## src/verilog/alu_imm_cfg.svh

```systemverilog
// ----------------------------
// alu_imm sizes
// queue depth, register and ROB counts, data width
// ----------------------------

`ifndef ALU_IMM_CFG_SVH
`define ALU_IMM_CFG_SVH

// issue queue depth
`define ALU_IMM_IQ_ENTRIES 4

// physical register file
`define PR_COUNT 64
`define LOG_PR_COUNT 6

// reorder buffer
`define ROB_ENTRIES 32
`define LOG_ROB_ENTRIES 5

`define XLEN 32

`endif

```

## src/verilog/alu_imm_pkg.sv

```systemverilog
// ----------------------------
// alu_imm types
// op codes and the two views of the 12-bit immediate
// ----------------------------

`default_nettype none

package alu_imm_pkg;

	// funct3-style op select for the immediate pipe
	typedef enum logic [3:0] {
		ADDI  = 4'd0,
		SLTI  = 4'd1,
		SLTIU = 4'd2,
		XORI  = 4'd3,
		ORI   = 4'd4,
		ANDI  = 4'd5,
		SLLI  = 4'd6,
		SRLI  = 4'd7,
		SRAI  = 4'd8
	} alu_imm_op_t;

	// same 12 bits, read as a signed imm or as funct7 + shamt
	typedef union packed {
		logic signed [11:0] plain;
		struct packed {
			logic [6:0] upper;
			logic [4:0] shamt;
		} shift;
	} imm12_t;

	// funct7 value selecting arithmetic right shift
	localparam logic [6:0] SRA_UPPER = 7'b0100000;

endpackage

`default_nettype wire

```

## src/verilog/alu_imm_if.sv

```systemverilog
// ----------------------------
// alu_imm op channel
// one renamed op with valid/ready between stages
// ----------------------------

`default_nettype none

`include "alu_imm_cfg.svh"

interface alu_imm_if import alu_imm_pkg::*; ();

	logic valid;
	logic ready;
	alu_imm_op_t op;
	imm12_t imm12;
	logic [`LOG_PR_COUNT-1:0] A_PR;
	// operand A already written in the register file
	logic A_ready;
	logic [`LOG_PR_COUNT-1:0] dest_PR;
	logic [`LOG_ROB_ENTRIES-1:0] ROB_index;

	modport src (
		output valid, op, imm12, A_PR, A_ready, dest_PR, ROB_index,
		input ready
	);

	modport dst (
		input valid, op, imm12, A_PR, A_ready, dest_PR, ROB_index,
		output ready
	);

endinterface

`default_nettype wire

```

## src/verilog/alu_imm_dispatch.sv

```systemverilog
// ----------------------------
// alu_imm dispatch
// tracks register readiness, registers one op for the queue
// ----------------------------

`default_nettype none

`include "alu_imm_cfg.svh"

module alu_imm_dispatch import alu_imm_pkg::*; (
	input wire logic CLK,
	input wire logic nRST,
	input wire logic enq_valid,
	input wire alu_imm_op_t enq_op,
	input wire imm12_t enq_imm12,
	input wire logic [`LOG_PR_COUNT-1:0] enq_A_PR,
	input wire logic [`LOG_PR_COUNT-1:0] enq_dest_PR,
	input wire logic [`LOG_ROB_ENTRIES-1:0] enq_ROB_index,
	output logic enq_ready,
	input wire logic wb_valid,
	input wire logic [`LOG_PR_COUNT-1:0] wb_PR,
	alu_imm_if.src iq
);

	logic run;
	logic [`PR_COUNT-1:0] pr_ready;
	logic enq_fire;
	logic a_ready_now;

	// register empty or handing its op to the queue this cycle
	assign enq_ready = run && (!iq.valid || iq.ready);
	assign enq_fire = enq_valid && enq_ready;
	// table lookup plus a broadcast landing this very cycle
	assign a_ready_now = pr_ready[enq_A_PR] || (wb_valid && wb_PR == enq_A_PR);

	// held low through reset, opens on the first clock after
	always_ff @(posedge CLK or negedge nRST) begin
		if (!nRST)
			run <= 1'b0;
		else
			run <= 1'b1;
	end

	// ------------------------------
	// ready table
	// ------------------------------
	always_ff @(posedge CLK or negedge nRST) begin
		if (!nRST) begin
			pr_ready <= `PR_COUNT'(1);
		end else begin
			if (wb_valid)
				pr_ready[wb_PR] <= 1'b1;
			// new producer claims its dest; x0 never waits
			if (enq_fire && enq_dest_PR != '0)
				pr_ready[enq_dest_PR] <= 1'b0;
		end
	end

	// ------------------------------
	// enqueue register
	// ------------------------------
	always_ff @(posedge CLK or negedge nRST) begin
		if (!nRST) begin
			iq.valid <= 1'b0;
			iq.A_ready <= 1'b0;
		end else if (enq_fire) begin
			iq.valid <= 1'b1;
			iq.A_ready <= a_ready_now;
		end else begin
			if (iq.ready)
				iq.valid <= 1'b0;
			// keep snooping while stalled
			if (wb_valid && wb_PR == iq.A_PR)
				iq.A_ready <= 1'b1;
		end
	end

	always_ff @(posedge CLK) begin
		if (enq_fire) begin
			iq.op <= enq_op;
			iq.imm12 <= enq_imm12;
			iq.A_PR <= enq_A_PR;
			iq.dest_PR <= enq_dest_PR;
			iq.ROB_index <= enq_ROB_index;
		end
	end

	// a refused op is held steady upstream until it is taken
	a_enq_hold: assert property (@(posedge CLK) disable iff (!nRST)
		enq_valid && !enq_ready |=> enq_valid && $stable(enq_op)
			&& $stable(enq_imm12) && $stable(enq_A_PR)
			&& $stable(enq_dest_PR) && $stable(enq_ROB_index));

endmodule

`default_nettype wire

```

## src/verilog/alu_imm_iq.sv

```systemverilog
// ----------------------------
// alu_imm issue queue
// age-ordered entries, bus wakeup, oldest-ready issue
// ----------------------------

`default_nettype none

`include "alu_imm_cfg.svh"

module alu_imm_iq import alu_imm_pkg::*; (
	input wire logic CLK,
	input wire logic nRST,
	alu_imm_if.dst enq,
	alu_imm_if.src issue,
	input wire logic wb_valid,
	input wire logic [`LOG_PR_COUNT-1:0] wb_PR
);

	localparam int N = `ALU_IMM_IQ_ENTRIES;
	localparam int IDX_W = $clog2(N);

	// entry 0 is the oldest
	logic [N-1:0] ent_valid;
	logic [N-1:0] ent_ready;
	alu_imm_op_t ent_op [N];
	imm12_t ent_imm12 [N];
	logic [`LOG_PR_COUNT-1:0] ent_A_PR [N];
	logic [`LOG_PR_COUNT-1:0] ent_dest_PR [N];
	logic [`LOG_ROB_ENTRIES-1:0] ent_ROB_index [N];

	logic [N-1:0] nxt_valid;
	logic [N-1:0] nxt_ready;
	alu_imm_op_t nxt_op [N];
	imm12_t nxt_imm12 [N];
	logic [`LOG_PR_COUNT-1:0] nxt_A_PR [N];
	logic [`LOG_PR_COUNT-1:0] nxt_dest_PR [N];
	logic [`LOG_ROB_ENTRIES-1:0] nxt_ROB_index [N];

	logic [N-1:0] wake;
	logic [IDX_W-1:0] sel;
	logic [IDX_W:0] tail;
	logic [IDX_W:0] wr_idx;
	logic found;
	logic issue_fire;
	logic enq_fire;
	logic enq_wake;

	// ------------------------------
	// wakeup and select
	// ------------------------------
	always_comb begin
		found = 1'b0;
		sel = '0;
		tail = '0;
		// walk down so the lowest ready index wins
		for (int i = N - 1; i >= 0; i--) begin
			wake[i] = ent_ready[i] || (wb_valid && wb_PR == ent_A_PR[i]);
			if (ent_valid[i] && ent_ready[i]) begin
				found = 1'b1;
				sel = IDX_W'(i);
			end
			tail = tail + (IDX_W + 1)'(ent_valid[i]);
		end
	end

	assign issue.valid = found;
	assign issue.op = ent_op[sel];
	assign issue.imm12 = ent_imm12[sel];
	assign issue.A_PR = ent_A_PR[sel];
	assign issue.A_ready = ent_ready[sel];
	assign issue.dest_PR = ent_dest_PR[sel];
	assign issue.ROB_index = ent_ROB_index[sel];

	// entries stay packed, so full means the top slot is taken
	assign enq.ready = !ent_valid[N-1];
	assign issue_fire = issue.valid && issue.ready;
	assign enq_fire = enq.valid && enq.ready;
	assign wr_idx = issue_fire ? tail - 1'b1 : tail;
	assign enq_wake = enq.A_ready || (wb_valid && wb_PR == enq.A_PR);

	// ------------------------------
	// compaction and insert
	// ------------------------------
	always_comb begin
		int src;
		for (int i = 0; i < N; i++) begin
			src = i;
			// everything above the issued slot slides down one
			if (issue_fire && i >= int'(sel))
				src = i + 1;
			if (src < N) begin
				nxt_valid[i] = ent_valid[src];
				nxt_ready[i] = wake[src];
				nxt_op[i] = ent_op[src];
				nxt_imm12[i] = ent_imm12[src];
				nxt_A_PR[i] = ent_A_PR[src];
				nxt_dest_PR[i] = ent_dest_PR[src];
				nxt_ROB_index[i] = ent_ROB_index[src];
			end else begin
				nxt_valid[i] = 1'b0;
				nxt_ready[i] = 1'b0;
				nxt_op[i] = ent_op[i];
				nxt_imm12[i] = ent_imm12[i];
				nxt_A_PR[i] = ent_A_PR[i];
				nxt_dest_PR[i] = ent_dest_PR[i];
				nxt_ROB_index[i] = ent_ROB_index[i];
			end
			if (enq_fire && i == int'(wr_idx)) begin
				nxt_valid[i] = 1'b1;
				nxt_ready[i] = enq_wake;
				nxt_op[i] = enq.op;
				nxt_imm12[i] = enq.imm12;
				nxt_A_PR[i] = enq.A_PR;
				nxt_dest_PR[i] = enq.dest_PR;
				nxt_ROB_index[i] = enq.ROB_index;
			end
		end
	end

	always_ff @(posedge CLK or negedge nRST) begin
		if (!nRST) begin
			ent_valid <= '0;
			ent_ready <= '0;
		end else begin
			ent_valid <= nxt_valid;
			ent_ready <= nxt_ready;
		end
	end

	always_ff @(posedge CLK) begin
		ent_op <= nxt_op;
		ent_imm12 <= nxt_imm12;
		ent_A_PR <= nxt_A_PR;
		ent_dest_PR <= nxt_dest_PR;
		ent_ROB_index <= nxt_ROB_index;
	end

	// valid entries form one run from slot 0 with no holes
	a_packed: assert property (@(posedge CLK) disable iff (!nRST)
		(ent_valid & (ent_valid + 1'b1)) == '0);

endmodule

`default_nettype wire

```

## src/verilog/alu_imm_pipe.sv

```systemverilog
// ----------------------------
// alu_imm pipe
// register read, immediate ALU, result and writeback
// ----------------------------

`default_nettype none

`include "alu_imm_cfg.svh"

module alu_imm_pipe import alu_imm_pkg::*; (
	input wire logic CLK,
	input wire logic nRST,
	alu_imm_if.dst issue,
	input wire logic ext_wb_valid,
	input wire logic [`LOG_PR_COUNT-1:0] ext_wb_PR,
	input wire logic [`XLEN-1:0] ext_wb_data,
	input wire logic res_ready,
	output logic res_valid,
	output logic [`LOG_PR_COUNT-1:0] res_dest_PR,
	output logic [`LOG_ROB_ENTRIES-1:0] res_ROB_index,
	output logic [`XLEN-1:0] res_data,
	output logic wb_valid,
	output logic [`LOG_PR_COUNT-1:0] wb_PR
);

	logic [`XLEN-1:0] rf [`PR_COUNT];

	logic s1_valid;
	alu_imm_op_t s1_op;
	imm12_t s1_imm12;
	logic [`LOG_PR_COUNT-1:0] s1_dest_PR;
	logic [`LOG_ROB_ENTRIES-1:0] s1_ROB_index;
	logic [`XLEN-1:0] s1_A;

	logic res_accept;
	logic res_fire;
	logic s2_load;
	logic issue_fire;
	logic [`XLEN-1:0] imm_sext;
	logic [`XLEN-1:0] alu_out;

	// external write owns the bus, our result waits a cycle
	assign res_accept = res_ready && !ext_wb_valid;
	assign res_fire = res_valid && res_accept;
	assign s2_load = !res_valid || res_accept;
	assign issue.ready = !s1_valid || s2_load;
	assign issue_fire = issue.valid && issue.ready;

	assign wb_valid = ext_wb_valid || res_fire;
	assign wb_PR = ext_wb_valid ? ext_wb_PR : res_dest_PR;

	always_ff @(posedge CLK) begin
		if (ext_wb_valid)
			rf[ext_wb_PR] <= ext_wb_data;
		else if (res_fire)
			rf[res_dest_PR] <= res_data;
	end

	// ------------------------------
	// stage 1: operand read
	// ------------------------------
	always_ff @(posedge CLK or negedge nRST) begin
		if (!nRST)
			s1_valid <= 1'b0;
		else if (issue.ready)
			s1_valid <= issue.valid;
	end

	always_ff @(posedge CLK) begin
		if (issue_fire) begin
			s1_op <= issue.op;
			s1_imm12 <= issue.imm12;
			s1_dest_PR <= issue.dest_PR;
			s1_ROB_index <= issue.ROB_index;
			s1_A <= (issue.A_PR == '0) ? '0 : rf[issue.A_PR];
		end
	end

	// ------------------------------
	// stage 2: ALU
	// ------------------------------
	always_comb begin
		imm_sext = {{(`XLEN - 12){s1_imm12.plain[11]}}, s1_imm12.plain};
		case (s1_op)
			ADDI: alu_out = s1_A + imm_sext;
			SLTI: alu_out = `XLEN'($signed(s1_A) < $signed(imm_sext));
			SLTIU: alu_out = `XLEN'(s1_A < imm_sext);
			XORI: alu_out = s1_A ^ imm_sext;
			ORI: alu_out = s1_A | imm_sext;
			ANDI: alu_out = s1_A & imm_sext;
			SLLI: alu_out = s1_A << s1_imm12.shift.shamt;
			// right shifts pick arithmetic from funct7
			SRLI, SRAI: begin
				if (s1_imm12.shift.upper == SRA_UPPER)
					alu_out = `XLEN'($signed(s1_A) >>> s1_imm12.shift.shamt);
				else
					alu_out = s1_A >> s1_imm12.shift.shamt;
			end
			default: alu_out = '0;
		endcase
	end

	always_ff @(posedge CLK or negedge nRST) begin
		if (!nRST)
			res_valid <= 1'b0;
		else if (s2_load)
			res_valid <= s1_valid;
	end

	always_ff @(posedge CLK) begin
		if (s2_load && s1_valid) begin
			res_data <= alu_out;
			res_dest_PR <= s1_dest_PR;
			res_ROB_index <= s1_ROB_index;
		end
	end

	// operand read never races a producer still inside the pipe
	a_no_raw: assert property (@(posedge CLK) disable iff (!nRST)
		issue_fire && issue.A_PR != '0 |->
			!(s1_valid && s1_dest_PR == issue.A_PR)
			&& !(res_valid && res_dest_PR == issue.A_PR));

endmodule

`default_nettype wire

```

## src/verilog/alu_imm_top.sv

```systemverilog
// ----------------------------
// alu_imm issue subsystem
// dispatch, issue queue and ALU pipe on plain ports
// ----------------------------

`default_nettype none

`include "alu_imm_cfg.svh"

module alu_imm_top import alu_imm_pkg::*; (
	input wire logic CLK,
	input wire logic nRST,

	// enqueue from rename
	input wire logic enq_valid,
	output logic enq_ready,
	input wire alu_imm_op_t enq_op,
	input wire imm12_t enq_imm12,
	input wire logic [`LOG_PR_COUNT-1:0] enq_A_PR,
	input wire logic [`LOG_PR_COUNT-1:0] enq_dest_PR,
	input wire logic [`LOG_ROB_ENTRIES-1:0] enq_ROB_index,

	// writebacks from other units
	input wire logic ext_wb_valid,
	input wire logic [`LOG_PR_COUNT-1:0] ext_wb_PR,
	input wire logic [`XLEN-1:0] ext_wb_data,

	// result
	output logic res_valid,
	input wire logic res_ready,
	output logic [`LOG_PR_COUNT-1:0] res_dest_PR,
	output logic [`LOG_ROB_ENTRIES-1:0] res_ROB_index,
	output logic [`XLEN-1:0] res_data
);

	alu_imm_if enq_if ();
	alu_imm_if issue_if ();

	// shared writeback broadcast
	logic wb_valid;
	logic [`LOG_PR_COUNT-1:0] wb_PR;

	alu_imm_dispatch u_dispatch (
		.CLK(CLK),
		.nRST(nRST),
		.enq_valid(enq_valid),
		.enq_op(enq_op),
		.enq_imm12(enq_imm12),
		.enq_A_PR(enq_A_PR),
		.enq_dest_PR(enq_dest_PR),
		.enq_ROB_index(enq_ROB_index),
		.enq_ready(enq_ready),
		.wb_valid(wb_valid),
		.wb_PR(wb_PR),
		.iq(enq_if.src)
	);

	alu_imm_iq u_iq (
		.CLK(CLK),
		.nRST(nRST),
		.enq(enq_if.dst),
		.issue(issue_if.src),
		.wb_valid(wb_valid),
		.wb_PR(wb_PR)
	);

	alu_imm_pipe u_pipe (
		.CLK(CLK),
		.nRST(nRST),
		.issue(issue_if.dst),
		.ext_wb_valid(ext_wb_valid),
		.ext_wb_PR(ext_wb_PR),
		.ext_wb_data(ext_wb_data),
		.res_ready(res_ready),
		.res_valid(res_valid),
		.res_dest_PR(res_dest_PR),
		.res_ROB_index(res_ROB_index),
		.res_data(res_data),
		.wb_valid(wb_valid),
		.wb_PR(wb_PR)
	);

endmodule

`default_nettype wire

```

## config.mk

```make
export PLATFORM = sky130hd
export DESIGN_NAME = alu_imm_top
export DESIGN_NICKNAME = d
export VERILOG_FILES = /design/src/verilog/alu_imm_pkg.sv /design/src/verilog/alu_imm_if.sv /design/src/verilog/alu_imm_dispatch.sv /design/src/verilog/alu_imm_iq.sv /design/src/verilog/alu_imm_pipe.sv /design/src/verilog/alu_imm_top.sv
export VERILOG_INCLUDE_DIRS = /design/src /design/src/verilog
export SDC_FILE = /design/constraint.sdc
export NUM_CORES = 2
export LEC_CHECK = 0
export ABC_AREA = 1
export BUFFER_PORTS_ARGS = -buffer_cell sky130_fd_sc_hd__buf_2
export CAP_MARGIN = 15
export CORE_MARGIN = 4
export CORE_UTILIZATION = 36
export CTS_BUF_LIST = sky130_fd_sc_hd__clkbuf_4 sky130_fd_sc_hd__clkbuf_8
export DETAILED_ROUTE_END_ITERATION = 8
export PLACE_DENSITY = 0.58
export SKIP_CTS_REPAIR_TIMING = 1
export SYNTH_ARGS = -nofsm -noshare
export SYNTH_HDL_FRONTEND = slang
export SYNTH_SLANG_ARGS = --single-unit
export TNS_END_PERCENT = 5
```

## constraint.sdc

```tcl
create_clock -name CLK -period 10.9 [get_ports CLK]
set_input_delay 2.18 -clock CLK [delete_from_list [all_inputs] [get_ports CLK]]
set_output_delay 2.18 -clock CLK [all_outputs]
set_load 0.03 [all_outputs]
```

==> flow_summary_export.csv <==
group,metric,value,unit
run_status,status,"finished clean",
detailed_routing,via_per_inst,5.32,
cts,clock_latency,1.04,ns
detailed_routing,wl_per_cell,23.8,um
sta,final_hold_viol_count,0,
final_layout,fin_nets,11500,
sta,period_share,59.2,%
worst_setup_path,crit_type,"reg2reg",
grt,grt-ovfl-total,0,
hold_path,hold_path.class,"reg2reg",
sta,tightest_slew,1.22,ns
grt,top_usage_layer,"met1",
place,port_buffers,120,
final_layout,syn_to_final_growth,11.5,%
worst_setup_path,crit_fanout,113,
worst_setup_path,end_kind,"flip-flop",
synthesis,synth_area,113000,sq um
worst_setup_path,cp-start-kind,"flip-flop",
synthesis,synth_ff_type,"edfxtp_1",
sta,skew,0.0842,ns
detailed_routing,wirelength,377,mm
die,initial_core_util,36.3,%
worst_setup_path,required,11.60,ns
cts,clock-sinks,2392,
synthesis,avgSynthCellArea,10.0,sq um
cts,h-tree-depth,5,
cts,cts_buffer_depth,4,
die,die_h,569,um
place,dpl_cell_area,119000,sq um
die,num_io_pins,121,
sta,setup_violations,0,
worst_setup_path,crit_arrival,7.15,ns
final_layout,num-fill-cells,30200,
final_layout,design_area,126000,sq um
die,dieArea,324000,sq um
grt,grt_usage,22.3,%
synthesis,synth_xor_xnor_area_share,0.0850,%
detailed_routing,drt_pass1_iterations,6,
synthesis,synth-compound-area-share,4.81,%
synthesis,synth_edf_count,2315,
final_layout,drive_above_1_share,9.61,%
place,dpl.hpwl,222,mm
synthesis,yosysSeqAreaShare,63.0,%
die,die_x,569,um
detailed_routing,drcViolationCount,0,
synthesis,ys_seq_elements,2392,
synthesis,synth.mux.area_fraction,0.0795,%
synthesis,synth.distinct_cells,66,
cts,tritoncts,"done",
grt,grt_max_degree,183,
synthesis,synth_top_family_by_area,"simple AND/OR/NAND/NOR gates",
place,gp_congestion,0.932,
synthesis,synthAdderAreaFrac,1.14,%
grt,use_met1,33.4,%
grt,met3_usage,4.61,%
synthesis,synth_simple_gate_area_share,22.3,%
sta,final-max-slew-violation-count,0,
synthesis,postSynth.asyncResetShare,3.22,%
detailed_routing,drtAntennaViolNets,0,
flow_run,cap_violations,0,
sta,finalSetupTns,0,ns
grt,grt_pass1_vias,76900,
grt,antenna_found_initial,35,
sta,relSlewSlack,17.8,%
cts,cts_root_buffer,"clkbuf_8",
detailed_routing,via_count,84000,
synthesis,syn-num-nets,11500,
detailed_routing,drt_iter0_drc,11200,
cts,path_clk_slew,0.06,ns
grt,gr-usage-met2,32.3,%
synthesis,ys_warn_count,0,
grt,grt_pass1_wl,541,mm
die,core,313000,sq um
sta,fin_crit,6.45,ns
sta,max_freq,155,MHz
sta,rsz0062_at_grt,"false",
synthesis,synth_cells,11300,
cts,numCtsBuffers,403,
die,num_rows,205,
==> placed cells by master, fill, tap and decap left out, types with 16 or more instances in the layout <==
master / Yosys / routed
buf_4: 18 / 189
a221oi_1: 23 / 23
buf_12: 0 / 22
dfrtp_1: 76 / 76
o221ai_1: 16 / 16
clkinv_1: 6 / 104
o211ai_1: 54 / 54
nand2_2: 7 / 32
nor2_4: 1 / 66
o22ai_1: 36 / 36
nand3_1: 1877 / 1876
buf_2: 381 / 119
nor2_1: 385 / 318
a31oi_1: 22 / 22
nor3_1: 35 / 32
clkbuf_4: 0 / 141
edfxtp_1: 2315 / 2315
nand2_1: 2388 / 2350
o21ai_0: 418 / 418
a22oi_1: 27 / 27
clkbuf_8: 0 / 411
clkinv_2: 0 / 28
ha_1: 100 / 100
nand3b_1: 635 / 635
a21oi_1: 277 / 277
inv_1: 1726 / 1726
inv_2: 18 / 17
==> per-layer routing <==
metal  part of all wire (%)  wire, um
met1                     44    166000
met3                     10     38500
met5                  0.028       105
met2                     42    160000
met4                    3.2     12100
==> cell usage after synthesis (15+ instances only) <==
cell type,count,share of area (%)
nand2_1,2388,7.9
edfxtp_1,2315,61
nand3_1,1877,8.3
inv_1,1726,5.7
nand3b_1,635,4.2
o21ai_0,418,1.8
nor2_1,385,1.3
buf_2,381,1.7
a21oi_1,277,1.2
clkbuf_1,237,0.78
ha_1,100,1.1
dfrtp_1,76,1.7
o211ai_1,54,0.36
buf_1,38,0.13
o22ai_1,36,0.20
nor3_1,35,0.15
a22oi_1,27,0.18
a221oi_1,23,0.18
a31oi_1,22,0.12
buf_4,18,0.12
inv_2,18,0.060
o221ai_1,16,0.12
o2111ai_1,15,0.12
or2_2,15,0.083
==> through the flow <==
stage / hold WS (ns) / utilization, % / setup slack [ns] / std cells
2_1_floorplan: 0.400 / - / 4.04 / 11300
3_3_place_gp: 0.402 / 37.9 / 3.94 / 15100
3_5_place_dp: 0.405 / 37.9 / 3.97 / 15100
4_1_cts: 0.383 / 40.4 / 4.55 / 15800
5_1_grt: 0.395 / 40.4 / 4.13 / 15800
6_report: 0.404 / 40.4 / 4.45 / 15800
==> sequential cells by signal, indices dropped and copies added (netlist names), 20 cells and up <==
| signal | count |
|---|---|
| u_pipe.s1_A | 32 |
| u_iq.ent_A_PR | 24 |
| u_pipe.rf | 2048 |
| u_iq.ent_imm12 | 48 |
| u_pipe.res_data | 32 |
| u_dispatch.pr_ready | 64 |
| u_iq.ent_ROB_index | 20 |
| u_iq.ent_dest_PR | 24 |
==> cell families after synthesis <==
family,count (synthesis)
flip-flops,2392
multiplexers,9
AO/OA/AOI/OAI,954
buffers and inverters,2429
adder cells (fa/ha/maj),102
other,1
AND/OR/NAND/NOR,5393
XOR/XNOR,11
==> worst paths after layout <==
| check | slack [ns] | depth (start not counted) | from | to |
|---|---|---|---|---|
| min in group asynchronous | 1.08 | 1 | nRST | u_pipe.res_valid |
| max in group asynchronous | 8.59 | 2 | nRST | u_dispatch.pr_ready[33] |
| hold reg to reg | 0.40 | 0 | u_pipe.s1_dest_PR[0] | u_pipe.res_dest_PR[0] |
| setup / recovery | 4.45 | 19 | u_iq.ent_valid[1] | u_pipe.s1_A[2] |
| hold / removal | 0.40 | 0 | u_pipe.s1_dest_PR[0] | u_pipe.res_dest_PR[0] |
| setup reg to reg | 4.45 | 19 | u_iq.ent_valid[1] | u_pipe.s1_A[2] |
==> critical path: stages (launching register included) <==
cell     delay (ns)
dfrtp_1        0.42
nand2_1        0.15
nand2_2        0.12
nor2_8         0.54
inv_2          0.20
nand2_8        0.61
buf_4          0.72
buf_4          0.86
buf_4          1.03
nand3_1        0.14
nand3_1        0.14
nand2_1        0.14
nand2_1        0.09
nand2_1        0.07
inv_1          0.11
nand2_1        0.23
nand2_1        0.12
nand2_1        0.06
inv_1          0.16
a21oi_1        0.09
==> cell type report <==
type / count / area [sq um] / area share, %
clock buffer: 551 / 6710 / 5.31
tap: 4140 / 5180 / 4.10
antenna: 9 / 22.5 / 0.0178
sequential: 2392 / 71400 / 56.5
clock inverter: 157 / 996 / 0.788
inverter: 1750 / 6570 / 5.20
timing repair buffer: 331 / 2460 / 1.95
multi-input combinational: 6470 / 33000 / 26.1
Power is not shown: default switching activity piles up to over one toggle a cycle in this logic, so the estimate is an artifact.
